`src/logic/vdp_pkg.sv`:
```
// video display processor shared definitions
// data and address types, host register map, raster timing and VRAM slot constants
package vdp_pkg;

    typedef logic [15:0] word_t;
    typedef logic [13:0] vram_addr_t;
    typedef logic [14:0] vram_word_addr_t;
    typedef logic [7:0] pal_addr_t;
    typedef logic [11:0] color_t;
    typedef logic [11:0] raster_x_t;
    typedef logic [10:0] raster_y_t;
    typedef logic [4:0] reg_addr_t;

    // host write registers
    typedef enum reg_addr_t {
        REG_PALETTE_ADDR = 5'd2,
        REG_PALETTE_DATA = 5'd3,
        REG_VRAM_ADDR = 5'd4,
        REG_VRAM_DATA = 5'd5,
        REG_VRAM_INCREMENT = 5'd6
    } vdp_reg_e;

    // read numbers overlap the write map, so they sit outside the enum
    localparam reg_addr_t READ_RASTER_X = 5'd0;
    localparam reg_addr_t READ_RASTER_Y = 5'd2;

    // 640x480 and 848x480, both at 60Hz
    localparam int H_ACTIVE_640 = 640;
    localparam int H_ACTIVE_848 = 848;
    localparam int H_SYNC_640 = 96;
    localparam int H_SYNC_848 = 112;
    localparam int H_BACKPORCH_640 = 48;
    localparam int H_BACKPORCH_848 = 112;
    localparam int V_FRONTPORCH_640 = 10;
    localparam int V_FRONTPORCH_848 = 6;
    localparam int V_SYNC_640 = 2;
    localparam int V_SYNC_848 = 8;
    localparam int V_BACKPORCH_640 = 33;
    localparam int V_BACKPORCH_848 = 23;
    localparam int H_FRONTPORCH = 16;
    localparam int V_ACTIVE_HEIGHT = 480;

    // VRAM access group, one host slot per eight pixels
    localparam int SLOT_COUNT = 8;
    localparam int HOST_WRITE_SLOT = 0;

endpackage
```
`src/logic/vdp_vram_req_if.sv`:
```
// pending host VRAM write, handed from the register file to the access schedule
// pending holds until the schedule pulses written in its host slot
`timescale 1ns/1ps

interface vdp_vram_req_if;
    import vdp_pkg::*;

    vram_word_addr_t address;
    word_t data;
    logic pending;
    logic written;

    modport reg_file (
        output address, data, pending,
        input written
    );

    modport schedule (
        input address, data, pending,
        output written
    );

endinterface

```
`src/logic/vdp.sv`:
```
// video display processor, host facing core
// raster timing, host registers, VRAM write scheduling and backdrop output
`timescale 1ns/1ps

module vdp #(
    parameter bit enable_widescreen = 1'b0
) (
    input logic clk,
    input logic reset,
    input vdp_pkg::reg_addr_t host_address,
    input vdp_pkg::word_t host_write_data,
    input logic host_write_en,
    input logic host_read_en,
    output vdp_pkg::word_t host_read_data,
    output logic host_ready,
    output logic [3:0] r,
    output logic [3:0] g,
    output logic [3:0] b,
    output logic vga_hsync,
    output logic vga_vsync,
    output logic active_display,
    // single cycle strobes
    output logic line_ended,
    output logic frame_ended,
    output logic active_frame_ended,
    output vdp_pkg::vram_addr_t vram_address_even,
    output vdp_pkg::word_t vram_write_data_even,
    output logic vram_we_even,
    output vdp_pkg::vram_addr_t vram_address_odd,
    output vdp_pkg::word_t vram_write_data_odd,
    output logic vram_we_odd
);
    import vdp_pkg::*;

    raster_x_t raster_x;
    raster_y_t raster_y;
    logic palette_write_en;
    pal_addr_t palette_address;
    word_t palette_data;

    vdp_vram_req_if vram_req ();

    vdp_vga_timing #(
        .enable_widescreen(enable_widescreen)
    ) vga_timing (
        .clk(clk),
        .reset(reset),
        .raster_x(raster_x),
        .raster_y(raster_y),
        .hsync(vga_hsync),
        .vsync(vga_vsync),
        .active_display(active_display),
        .line_ended(line_ended),
        .frame_ended(frame_ended),
        .active_frame_ended(active_frame_ended)
    );

    vdp_register_file register_file (
        .clk(clk),
        .reset(reset),
        .host_address(host_address),
        .host_write_data(host_write_data),
        .host_write_en(host_write_en),
        .host_read_en(host_read_en),
        .raster_x(raster_x),
        .raster_y(raster_y),
        .host_read_data(host_read_data),
        .host_ready(host_ready),
        .palette_write_en(palette_write_en),
        .palette_address(palette_address),
        .palette_data(palette_data),
        .vram_req(vram_req.reg_file)
    );

    vdp_vram_schedule vram_schedule (
        .clk(clk),
        .reset(reset),
        .raster_x(raster_x),
        .vram_req(vram_req.schedule),
        .vram_address_even(vram_address_even),
        .vram_address_odd(vram_address_odd),
        .vram_write_data_even(vram_write_data_even),
        .vram_write_data_odd(vram_write_data_odd),
        .vram_we_even(vram_we_even),
        .vram_we_odd(vram_we_odd)
    );

    vdp_palette palette (
        .clk(clk),
        .reset(reset),
        .palette_write_en(palette_write_en),
        .palette_address(palette_address),
        .palette_data(palette_data),
        .active_display(active_display),
        .r(r),
        .g(g),
        .b(b)
    );

endmodule

```
`src/logic/vdp_palette.sv`:
```
// palette RAM, 256 words of 4:4:4 colour
// entry 0 is the backdrop, shown during active display and blanked outside it
`timescale 1ns/1ps

module vdp_palette (
    input logic clk,
    input logic reset,
    input logic palette_write_en,
    input vdp_pkg::pal_addr_t palette_address,
    input vdp_pkg::word_t palette_data,
    input logic active_display,
    output logic [3:0] r,
    output logic [3:0] g,
    output logic [3:0] b
);
    import vdp_pkg::*;

    word_t palette_ram [256];
    word_t palette_output;
    color_t backdrop;
    logic active_display_d;

    always_ff @(posedge clk) begin
        if (palette_write_en) begin
            palette_ram[palette_address] <= palette_data;
        end

        // no layers remain, so the read address is always the backdrop
        palette_output <= palette_ram[0];
    end

    assign backdrop = palette_output[11:0];

    // second stage lines up with the registered RAM read
    always_ff @(posedge clk) begin
        if (reset) begin
            active_display_d <= 1'b0;
            {r, g, b} <= '0;
        end else begin
            active_display_d <= active_display;
            {r, g, b} <= active_display_d ? backdrop : color_t'(0);
        end
    end

endmodule

```
`src/logic/vdp_vram_schedule.sv`:
```
// VRAM access sequencer
// eight-cycle groups keyed on raster_x, the host write slot drives the
// registered even and odd ports, the remaining slots are left idle
`timescale 1ns/1ps

module vdp_vram_schedule (
    input logic clk,
    input logic reset,
    input vdp_pkg::raster_x_t raster_x,
    vdp_vram_req_if.schedule vram_req,
    output vdp_pkg::vram_addr_t vram_address_even,
    output vdp_pkg::vram_addr_t vram_address_odd,
    output vdp_pkg::word_t vram_write_data_even,
    output vdp_pkg::word_t vram_write_data_odd,
    output logic vram_we_even,
    output logic vram_we_odd
);
    import vdp_pkg::*;

    localparam int slot_bits = $clog2(SLOT_COUNT);

    logic [slot_bits-1:0] slot;
    logic odd_port;

    assign slot = raster_x[slot_bits-1:0];
    assign vram_req.written = vram_req.pending && (slot == slot_bits'(HOST_WRITE_SLOT));

    // word address bit 0 picks the port
    assign odd_port = vram_req.address[0];

    always_ff @(posedge clk) begin
        if (reset || !vram_req.written) begin
            vram_address_even <= '0;
            vram_address_odd <= '0;
            vram_we_even <= 1'b0;
            vram_we_odd <= 1'b0;
        end else begin
            vram_address_even <= vram_req.address[14:1];
            vram_address_odd <= vram_req.address[14:1];
            vram_we_even <= !odd_port;
            vram_we_odd <= odd_port;
        end
    end

    always_ff @(posedge clk) begin
        if (vram_req.written) begin
            vram_write_data_even <= vram_req.data;
            vram_write_data_odd <= vram_req.data;
        end
    end

endmodule

```
`src/logic/vdp_register_file.sv`:
```
// host register file
// decodes host writes into palette writes and a pending VRAM write,
// and answers raster position reads one clock after the request
`timescale 1ns/1ps

module vdp_register_file (
    input logic clk,
    input logic reset,
    input vdp_pkg::reg_addr_t host_address,
    input vdp_pkg::word_t host_write_data,
    input logic host_write_en,
    input logic host_read_en,
    input vdp_pkg::raster_x_t raster_x,
    input vdp_pkg::raster_y_t raster_y,
    output vdp_pkg::word_t host_read_data,
    output logic host_ready,
    output logic palette_write_en,
    output vdp_pkg::pal_addr_t palette_address,
    output vdp_pkg::word_t palette_data,
    vdp_vram_req_if.reg_file vram_req
);
    import vdp_pkg::*;

    logic [7:0] vram_increment;

    // palette RAM takes the write on the same edge
    assign palette_write_en = host_write_en && (host_address == REG_PALETTE_DATA);
    assign palette_data = host_write_data;

    always_ff @(posedge clk) begin
        if (reset) begin
            palette_address <= '0;
            vram_req.address <= '0;
            vram_req.pending <= 1'b0;
            vram_increment <= '0;
        end else begin
            if (palette_write_en) begin
                palette_address <= palette_address + 1'b1;
            end

            // schedule took the write, step to the next word
            if (vram_req.pending && vram_req.written) begin
                vram_req.pending <= 1'b0;
                vram_req.address <= vram_req.address + vram_word_addr_t'(vram_increment);
            end

            if (host_write_en) begin
                case (host_address)
                    REG_PALETTE_ADDR: palette_address <= host_write_data[7:0];
                    REG_VRAM_ADDR: vram_req.address <= host_write_data[14:0];
                    REG_VRAM_INCREMENT: vram_increment <= host_write_data[7:0];
                    // a write over a pending one replaces it
                    REG_VRAM_DATA: vram_req.pending <= 1'b1;
                    default: ;
                endcase
            end
        end
    end

    always_ff @(posedge clk) begin
        if (host_write_en && host_address == REG_VRAM_DATA) begin
            vram_req.data <= host_write_data;
        end
    end

    always_ff @(posedge clk) begin
        if (host_read_en) begin
            case (host_address)
                READ_RASTER_X: host_read_data <= word_t'(raster_x);
                READ_RASTER_Y: host_read_data <= word_t'(raster_y);
                default: host_read_data <= '0;
            endcase
        end
    end

    assign host_ready = !vram_req.pending;

endmodule

```
`src/logic/vdp_vga_timing.sv`:
```
// VGA raster timing generator
// horizontal blanking leads each line, vertical blanking follows the active lines
// sync levels are active low, strobes last one clock
`timescale 1ns/1ps

module vdp_vga_timing #(
    parameter bit enable_widescreen = 1'b0
) (
    input logic clk,
    input logic reset,
    output vdp_pkg::raster_x_t raster_x,
    output vdp_pkg::raster_y_t raster_y,
    output logic hsync,
    output logic vsync,
    output logic active_display,
    output logic line_ended,
    output logic frame_ended,
    output logic active_frame_ended
);
    import vdp_pkg::*;

    localparam int h_active = enable_widescreen ? H_ACTIVE_848 : H_ACTIVE_640;
    localparam int h_sync = enable_widescreen ? H_SYNC_848 : H_SYNC_640;
    localparam int h_backporch = enable_widescreen ? H_BACKPORCH_848 : H_BACKPORCH_640;
    localparam int v_frontporch = enable_widescreen ? V_FRONTPORCH_848 : V_FRONTPORCH_640;
    localparam int v_sync = enable_widescreen ? V_SYNC_848 : V_SYNC_640;
    localparam int v_backporch = enable_widescreen ? V_BACKPORCH_848 : V_BACKPORCH_640;

    // line layout: front porch, sync, back porch, then active pixels
    localparam raster_x_t hsync_start = raster_x_t'(H_FRONTPORCH);
    localparam raster_x_t hsync_end = raster_x_t'(H_FRONTPORCH + h_sync);
    localparam raster_x_t h_active_start = raster_x_t'(H_FRONTPORCH + h_sync + h_backporch);
    localparam raster_x_t h_last = raster_x_t'(H_FRONTPORCH + h_sync + h_backporch + h_active - 1);

    localparam raster_y_t v_active_last = raster_y_t'(V_ACTIVE_HEIGHT - 1);
    localparam raster_y_t vsync_start = raster_y_t'(V_ACTIVE_HEIGHT + v_frontporch);
    localparam raster_y_t vsync_end = raster_y_t'(V_ACTIVE_HEIGHT + v_frontporch + v_sync);
    localparam raster_y_t v_last =
        raster_y_t'(V_ACTIVE_HEIGHT + v_frontporch + v_sync + v_backporch - 1);

    logic last_line;

    always_ff @(posedge clk) begin
        if (reset) begin
            raster_x <= '0;
            raster_y <= '0;
        end else if (line_ended) begin
            raster_x <= '0;
            raster_y <= last_line ? '0 : raster_y + 1'b1;
        end else begin
            raster_x <= raster_x + 1'b1;
        end
    end

    assign last_line = raster_y == v_last;

    // strobes decoded from the counter ends
    assign line_ended = raster_x == h_last;
    assign frame_ended = line_ended && last_line;
    assign active_frame_ended = line_ended && (raster_y == v_active_last);

    assign hsync = !(raster_x >= hsync_start && raster_x < hsync_end);
    assign vsync = !(raster_y >= vsync_start && raster_y < vsync_end);
    assign active_display = raster_x >= h_active_start && raster_y <= v_active_last;

endmodule

```
`config.mk`:
```
export PLATFORM = sky130hd
export DESIGN_NAME = vdp
export DESIGN_NICKNAME = d
export VERILOG_FILES = /design/src/logic/vdp_pkg.sv /design/src/logic/vdp_vram_req_if.sv /design/src/logic/vdp.sv /design/src/logic/vdp_palette.sv /design/src/logic/vdp_vram_schedule.sv /design/src/logic/vdp_register_file.sv /design/src/logic/vdp_vga_timing.sv
export SDC_FILE = /design/constraint.sdc
export NUM_CORES = 1
export LEC_CHECK = 0
export BUFFER_PORTS_ARGS = -buffer_cell sky130_fd_sc_hd__buf_2
export CAP_MARGIN = 0
export CELL_PAD_IN_SITES_DETAIL_PLACEMENT = 1
export CELL_PAD_IN_SITES_GLOBAL_PLACEMENT = 1
export CORE_MARGIN = 3
export CORE_UTILIZATION = 47
export CTS_BUF_LIST = sky130_fd_sc_hd__clkbuf_8
export CTS_CLUSTER_DIAMETER = 100
export DETAILED_ROUTE_END_ITERATION = 10
export GPL_ROUTABILITY_DRIVEN = 0
export PLACE_DENSITY_LB_ADDON = 0.1
export SLEW_MARGIN = 20
export SYNTH_ARGS = -nofsm -noshare
export SYNTH_HDL_FRONTEND = slang
export SYNTH_SLANG_ARGS = --single-unit
```
`constraint.sdc`:
```
create_clock -name clk -period 4.74 [get_ports clk]
set_clock_uncertainty 0.05 [all_clocks]
set_input_delay 0.948 -clock clk [delete_from_list [all_inputs] [get_ports clk]]
set_output_delay 0.948 -clock clk [all_outputs]
set_load 0.005 [all_outputs]
```
==> results of run 1 <==
cells in the final DEF (no fill, tap or decap), drive strengths merged, types with 16 or more instances in the layout:
cell    count
inv        17
nor2       77
mux2i      19
edfxtp     56
nand2      19
buf       122
dfxtp      96
and2       16
nand3      20
xor2       18
and3       19
clkbuf     17
nor3       22
power by group:
group,switching (mW),internal [mW],total [mW]
Clock,0.468,0.403,0.871
Combinational,0.0545,0.0316,0.0861
Sequential,0.0180,1.37,1.39
Total,0.540,1.80,2.34
metrics by stage:
stage               worst slack, ps  utilization, %  instance area [sq um]
global placement               1710            52.7                   6820
CTS                            1050            55.4                   7160
detailed placement             1580            52.7                   6820
floorplan                      1610               -                   6360
global route                    932            55.4                   7160
finish                         1120            55.4                   7160
area by class of cell:
cell class,count,area (sq um),share of cell area [%]
Multi-Input combinational cell,358,2310,32.2
Inverter,16,65.1,0.908
Clock inverter,15,114,1.59
Sequential cell,152,3600,50.3
Tap cell,172,215,3.00
Timing Repair Buffer,122,623,8.70
Clock buffer,17,234,3.27
kinds of logic (layout without fill, tap and decap cells):
| family | after synthesis | in the layout |
|---|---|---|
| AND/OR/NAND/NOR | 229 | 229 |
| multiplexers | 19 | 19 |
| adder cells (fa/ha/maj) | 15 | 15 |
| AO/OA/AOI/OAI | 64 | 64 |
| flip-flops | 152 | 152 |
| other | 1 | 4 |
| XOR/XNOR | 27 | 27 |
| buffers and inverters | 78 | 170 |
sequential cells by signal (all words and copies together) (netlist names), 4 cells and up:
| signal | count |
|---|---|
| register_file.vram_req.data | 16 |
| vram_schedule.vram_write_data_odd | 16 |
| register_file.vram_req.address | 15 |
| vram_schedule.vram_address_odd | 14 |
| palette.palette_output | 12 |
| palette.palette_ram | 12 |
| register_file.host_read_data | 12 |
| vga_timing.raster_x | 12 |
| vga_timing.raster_y | 11 |
| register_file.palette_address | 8 |
| register_file.vram_increment | 8 |
| palette.b | 4 |
| palette.g | 4 |
| palette.r | 4 |
final timing paths:
path                             start                           endpoint  slack [ps]
min          palette.palette_ram[0][4]          palette.palette_output[4]         290
min reg2reg  palette.palette_ram[0][4]          palette.palette_output[4]         290
max reg2reg     vga_timing.raster_x[0]  register_file.vram_req.address[5]        1850
max             vga_timing.raster_x[0]                 active_frame_ended        1120
worst max-delay path: stages, from the launching register on:
cell and delay [ps]:
dfxtp_1 430, ha_1 250, nand4_1 200, or4_1 780
inv_6 190, and4_1 200, buf_2 110
layer usage:
layer	routed length (microns)	share of wire, %	track usage [%]	up-vias
met5	0	0	0	-
met4	320	2.1	9.31	0
met3	627	4.2	4.47	25
met2	7530	50	36.2	105
met1	6600	44	25.3	2224
li1	-	-	-	2216
==> metrics, run 1 <==
run status finished clean; wire length of the first global-routing pass 23900 microns; compound-gate portion of the synthesized area under 10%; total overflow reported by the global router 0; WP data arrival 2620 ps; synthesized area per cell 10.9 sq um; most used standard cell by instance count after synthesis dfxtp_1; post-CTS setup buffers 0; Iter 0 DRT Violations 219; count of buffers inserted at the top-level ports 117; CTS Root Cell clkbuf_8; number of cells on the worst hold path 0; final number of hold-violating endpoints 0; final routed wire length divided by cell count about 18 microns; MaxCap Viol Count 0; number of nets still failing antenna checks after routing 0; final worst path period need 3620 ps; cell types with the largest area share after synthesis dfxtp_1 (30%), edfxtp_1 (26%), nor2_1 (4.3%); number of slew-limit violations in the final report 0; transition time at the pin with the least slew margin 795 ps; total number of clock tree sinks 152; area share of the largest cell type after synthesis 30.3%; sum of negative setup slack 0 ps; number of hold buffers added after CTS 0; number of H-tree levels 4; Post-Syn Instances 585; Rel. slew slack a little under half; post_cts resized 0; top fanout value on the critical path 12; maximum number of pins on one net before global-route repair 38; hold crit path type flip-flop to flip-flop; combinational family with the most area after synthesis simple AND/OR/NAND/NOR gates; fraction of final layout cells sized beyond drive strength 1 24.0%; primary flip-flop cell chosen by synthesis mapping dfxtp_1; Clock Latency Late Sink 450 ps; # setup viols final 0; die width 122 microns; Yosys Warn Count 0; FMAX 276 MHz; post-synthesis cell type count 57; final worst hold slack ~290 ps; Reg2Reg Depth 7; Syn-to-layout area delta 12.8%; total power after layout approximately 2.3 mW; routed wire length 15100 microns; type of the worst setup path flip-flop to primary output; detailed-route via count 4570; count of inserted antenna diode cells 0; cell taking the most area after synthesis dfxtp_1; CTS max path bufs 2; startpoint class of the critical path flip-flop; fin cells 852; Die ar. 14900 sq um; initial standard-cell utilization of the core 49.1%; type of destination of the critical path primary output; number of flops mapped to enable cells by yosys 56; sequential cell area fraction in the yosys report between 50% and 60%; DR vias/cell 5.36; multiplexer share of the synthesized area 3.00%; flip-flop and latch count after synthesis 152; Detailed Routing Iterations Pass 1 4; leading cell types by count after synthesis dfxtp_1 (96), nor2_1 (73), edfxtp_1 (56); Die H 122 microns; Cell Rows 41; TritonCTS clock tree done; via count of the first global-routing pass 4631; clock buffers created by TritonCTS 17; nets 707; number of placed instances with taps included between 800 and 900; I/O pin total around 120; XOR/XNOR share of the synthesized area 3.72%; period utilization 76.3%; CP Data Required Time 3740 ps; number of antenna violations at the first check in global routing 0; GRT Util Overall about a fifth; CTS clk-pin slew, worst paths 80 ps; setup repair after global routing missed its margin false; area fraction in and, or, nand and nor cells after synthesis 18.9%; post-synthesis instance area between 6000 and 7000 sq um; adder and majority cell fraction of the synthesized area 3.07%; core area ~13000 sq um; filler cell count roughly 1500; power per cell area 327 nW/um^2; DRC Markers 0; post-DP HPWL 10700 microns; Worst VDD drop 0.165 mV; leakage power figure 2.97 nW; share of flip-flops with an asynchronous set or reset after synthesis 0%
(Power assumes the default switching activity.)
==> inputs of run 2 (changes only) <==
- ABC_AREA: unset -> 1
- CORE_UTILIZATION: 47 -> 43
- clock period: 4.74 -> 3.7 ns (I/O delays scaled with it)
==> metrics, run 2 <==
count of inserted antenna diode cells 0; die width 130 microns; CP Data Required Time 2910 ps; MaxCap Viol Count 0; startpoint class of the critical path flip-flop; routed wire length 17300 microns; Clock Latency Late Sink 430 ps; CTS clk-pin slew, worst paths 80 ps; number of flops mapped to enable cells by yosys 56; final routed wire length divided by cell count 16.7 microns; DRC Markers 0; most used standard cell by instance count after synthesis nand2_1; GRT Util Overall 21.3%; number of cells on the worst hold path 0; primary flip-flop cell chosen by synthesis mapping dfxtp_1; setup repair after global routing missed its margin false; Post-Syn Instances about 740; Yosys Warn Count 0; CP dominant cell by count nor3_1; Worst VDD drop 0.324 mV; kind of cell with the highest combined delay on the critical path simple AND/OR/NAND/NOR gates; type of destination of the critical path primary output; wire length of the first global-routing pass 27900 microns; hold crit path type flip-flop to flip-flop; cell types with the largest area share after synthesis dfxtp_1 (29%), edfxtp_1 (25%), nand2_1 (7.1%); flip-flop and latch count after synthesis 152; Reg2Reg Launch Point vga_timing.raster_x[0]; core area roughly 15000 sq um; cell taking the most area after synthesis dfxtp_1; Max stage delay cell, worst path nor3_1; initial standard-cell utilization of the core 44.7%; number of H-tree levels 4; FMAX 364 MHz; slack of the worst reg-to-reg path 1320 ps; Detailed Routing Iterations Pass 1 4; period utilization around 74%; CTS max path bufs 2; number of nets still failing antenna checks after routing 0; Die H approximately 130 microns; leading cell types by count after synthesis nand2_1 (124), inv_1 (108), dfxtp_1 (96); final worst hold slack 297 ps; CTS Root Cell clkbuf_8; post-CTS setup buffers 0; I/O pin total 122; final worst path period need approximately 2700 ps; Rel. slew slack between 30 and 40%; post_cts resized 0; hold path startpoint palette.palette_ram[0][1]; post-synthesis cell type count 43; cell area after placement 7120 sq um; CP peak stage delay 500 ps; type of the worst setup path flip-flop to primary output; cell breakdown of the critical path inv_1 > nor3_1 > nor3_1 > o21ai_0 > a21oi_1 > buf_2; sequential cell area fraction in the yosys report 54.6%; Die ar. 16900 sq um; destination of the worst hold path palette.palette_output[1]; count of buffers inserted at the top-level ports 117; detailed-route via count 5265; final cell area excluding filler cells 7500 sq um; total number of clock tree sinks 152; share of flip-flops with an asynchronous set or reset after synthesis 0%; post-DP HPWL 13200 microns; total overflow reported by the global router 0; number of hold buffers added after CTS 0; transition time at the pin with the least slew margin around 980 ps; synthesized area per cell 8.87 sq um; post-synthesis instance area 6600 sq um; # setup viols final 0; total power after layout 3.08 mW; biggest regs register_file.vram_req.data x16, vram_schedule.vram_write_data_odd x16, register_file.vram_req.address x15; Iter 0 DRT Violations 254; DR vias/cell 5.09; clock buffers created by TritonCTS 17; commonest non-fill, non-tap cell in the layout nand2_1; maximum number of pins on one net before global-route repair 31; number of antenna violations at the first check in global routing 0; sum of negative setup slack 0 ps; Syn-to-layout area delta 13.7%; leakage power figure 3.37 nW; Reg2Reg Depth 6; number of slew-limit violations in the final report 0; Cell Rows between 40 and 50; fin cells 1034; end of the worst register-to-register path vram_schedule.vram_address_odd[5]; nets 877; TritonCTS clock tree done; top fanout value on the critical path 4; final number of hold-violating endpoints 0; fraction of final layout cells sized beyond drive strength 1 20.8%; power per cell area ~410 nW/um^2; buffering stage count on the worst path with inverters included 2; via count of the first global-routing pass approximately 5500; run status finished clean; commonest non-fill, non-tap cells in the layout nand2_1 (124), buf_2 (117), inv_1 (110), dfxtp_1 (96), nor2_1 (91); area share of the largest cell type after synthesis 29.1%; WP data arrival 1960 ps; number of placed instances with taps included ~1000
run 2: cell types whose count changed after synthesis, moves of 14 or more:
cell and delta:
nand2_1 +105, mux2i_1 -19, nor2_1 +18, o21ai_0 +19
inv_1 +93, nand3_1 +24, and2_1 -14, and3_1 -19
a21oi_1 +15, a211oi_1 -15
run 2: cell type report:
class / count / area (sq um)
Tap cell: 184 / 230
Clock inverter: 14 / 136
Inverter: 114 / 430
Multi-Input combinational cell: 432 / 2250
Sequential cell: 152 / 3600
Timing Repair Buffer: 120 / 608
Clock buffer: 18 / 248
Fill cell: 1770 / 7250
run 2: cell families (layout without fill, tap and decap cells):
group / Yosys count / after routing / synth area share [%]
XOR/XNOR: 15 / 15 / 1.99
adder cells (fa/ha/maj): 15 / 15 / 2.96
AO/OA/AOI/OAI: 78 / 78 / 6.54
other: 1 / 4 / 0.0568
flip-flops: 152 / 152 / 54.6
AND/OR/NAND/NOR: 320 / 320 / 22.3
buffers and inverters: 163 / 266 / 11.5
run 2: power by group:
part | switching (mW) | internal (mW) | total, mW | leakage, nW
Combinational | 0.0710 | 0.0311 | 0.102 | 1.87
Clock | 0.615 | 0.611 | 1.23 | 0.199
Sequential | 0.0102 | 1.74 | 1.75 | 1.30
run 2: worst max path at each step:
stage	endpoint	startpoint	slack, ps	cells after the start
3_5_place_dp	palette.palette_ram[0][0]	host_address[3]	1060	4
3_3_place_gp	palette.palette_ram[0][10]	host_address[3]	1200	4
5_1_grt	active_display	vga_timing.raster_y[6]	820	6
2_1_floorplan	palette.palette_ram[0][0]	host_address[3]	1530	3
4_1_cts	active_display	vga_timing.raster_y[0]	970	6
6_report	active_display	vga_timing.raster_y[7]	950	6
run 2: routing by layer:
layer  part of all wire (%)  vias to the layer above  GRT usage [%]
met5                      0                        -              0
met4                    1.0                        0           5.32
met3                    6.3                       13           4.50
met2                     46                      147           33.6
met1                     47                     2540           30.1
li1                       -                     2565              -
run 2: stage by stage:
step | setup slack [ps] | utilization (%)
after floorplan | 1530 | -
after global placement | 1200 | 48.3
after detailed placement | 1060 | 48.3
after CTS | 967 | 50.9
after global routing | 816 | 50.9
final | 953 | 50.9
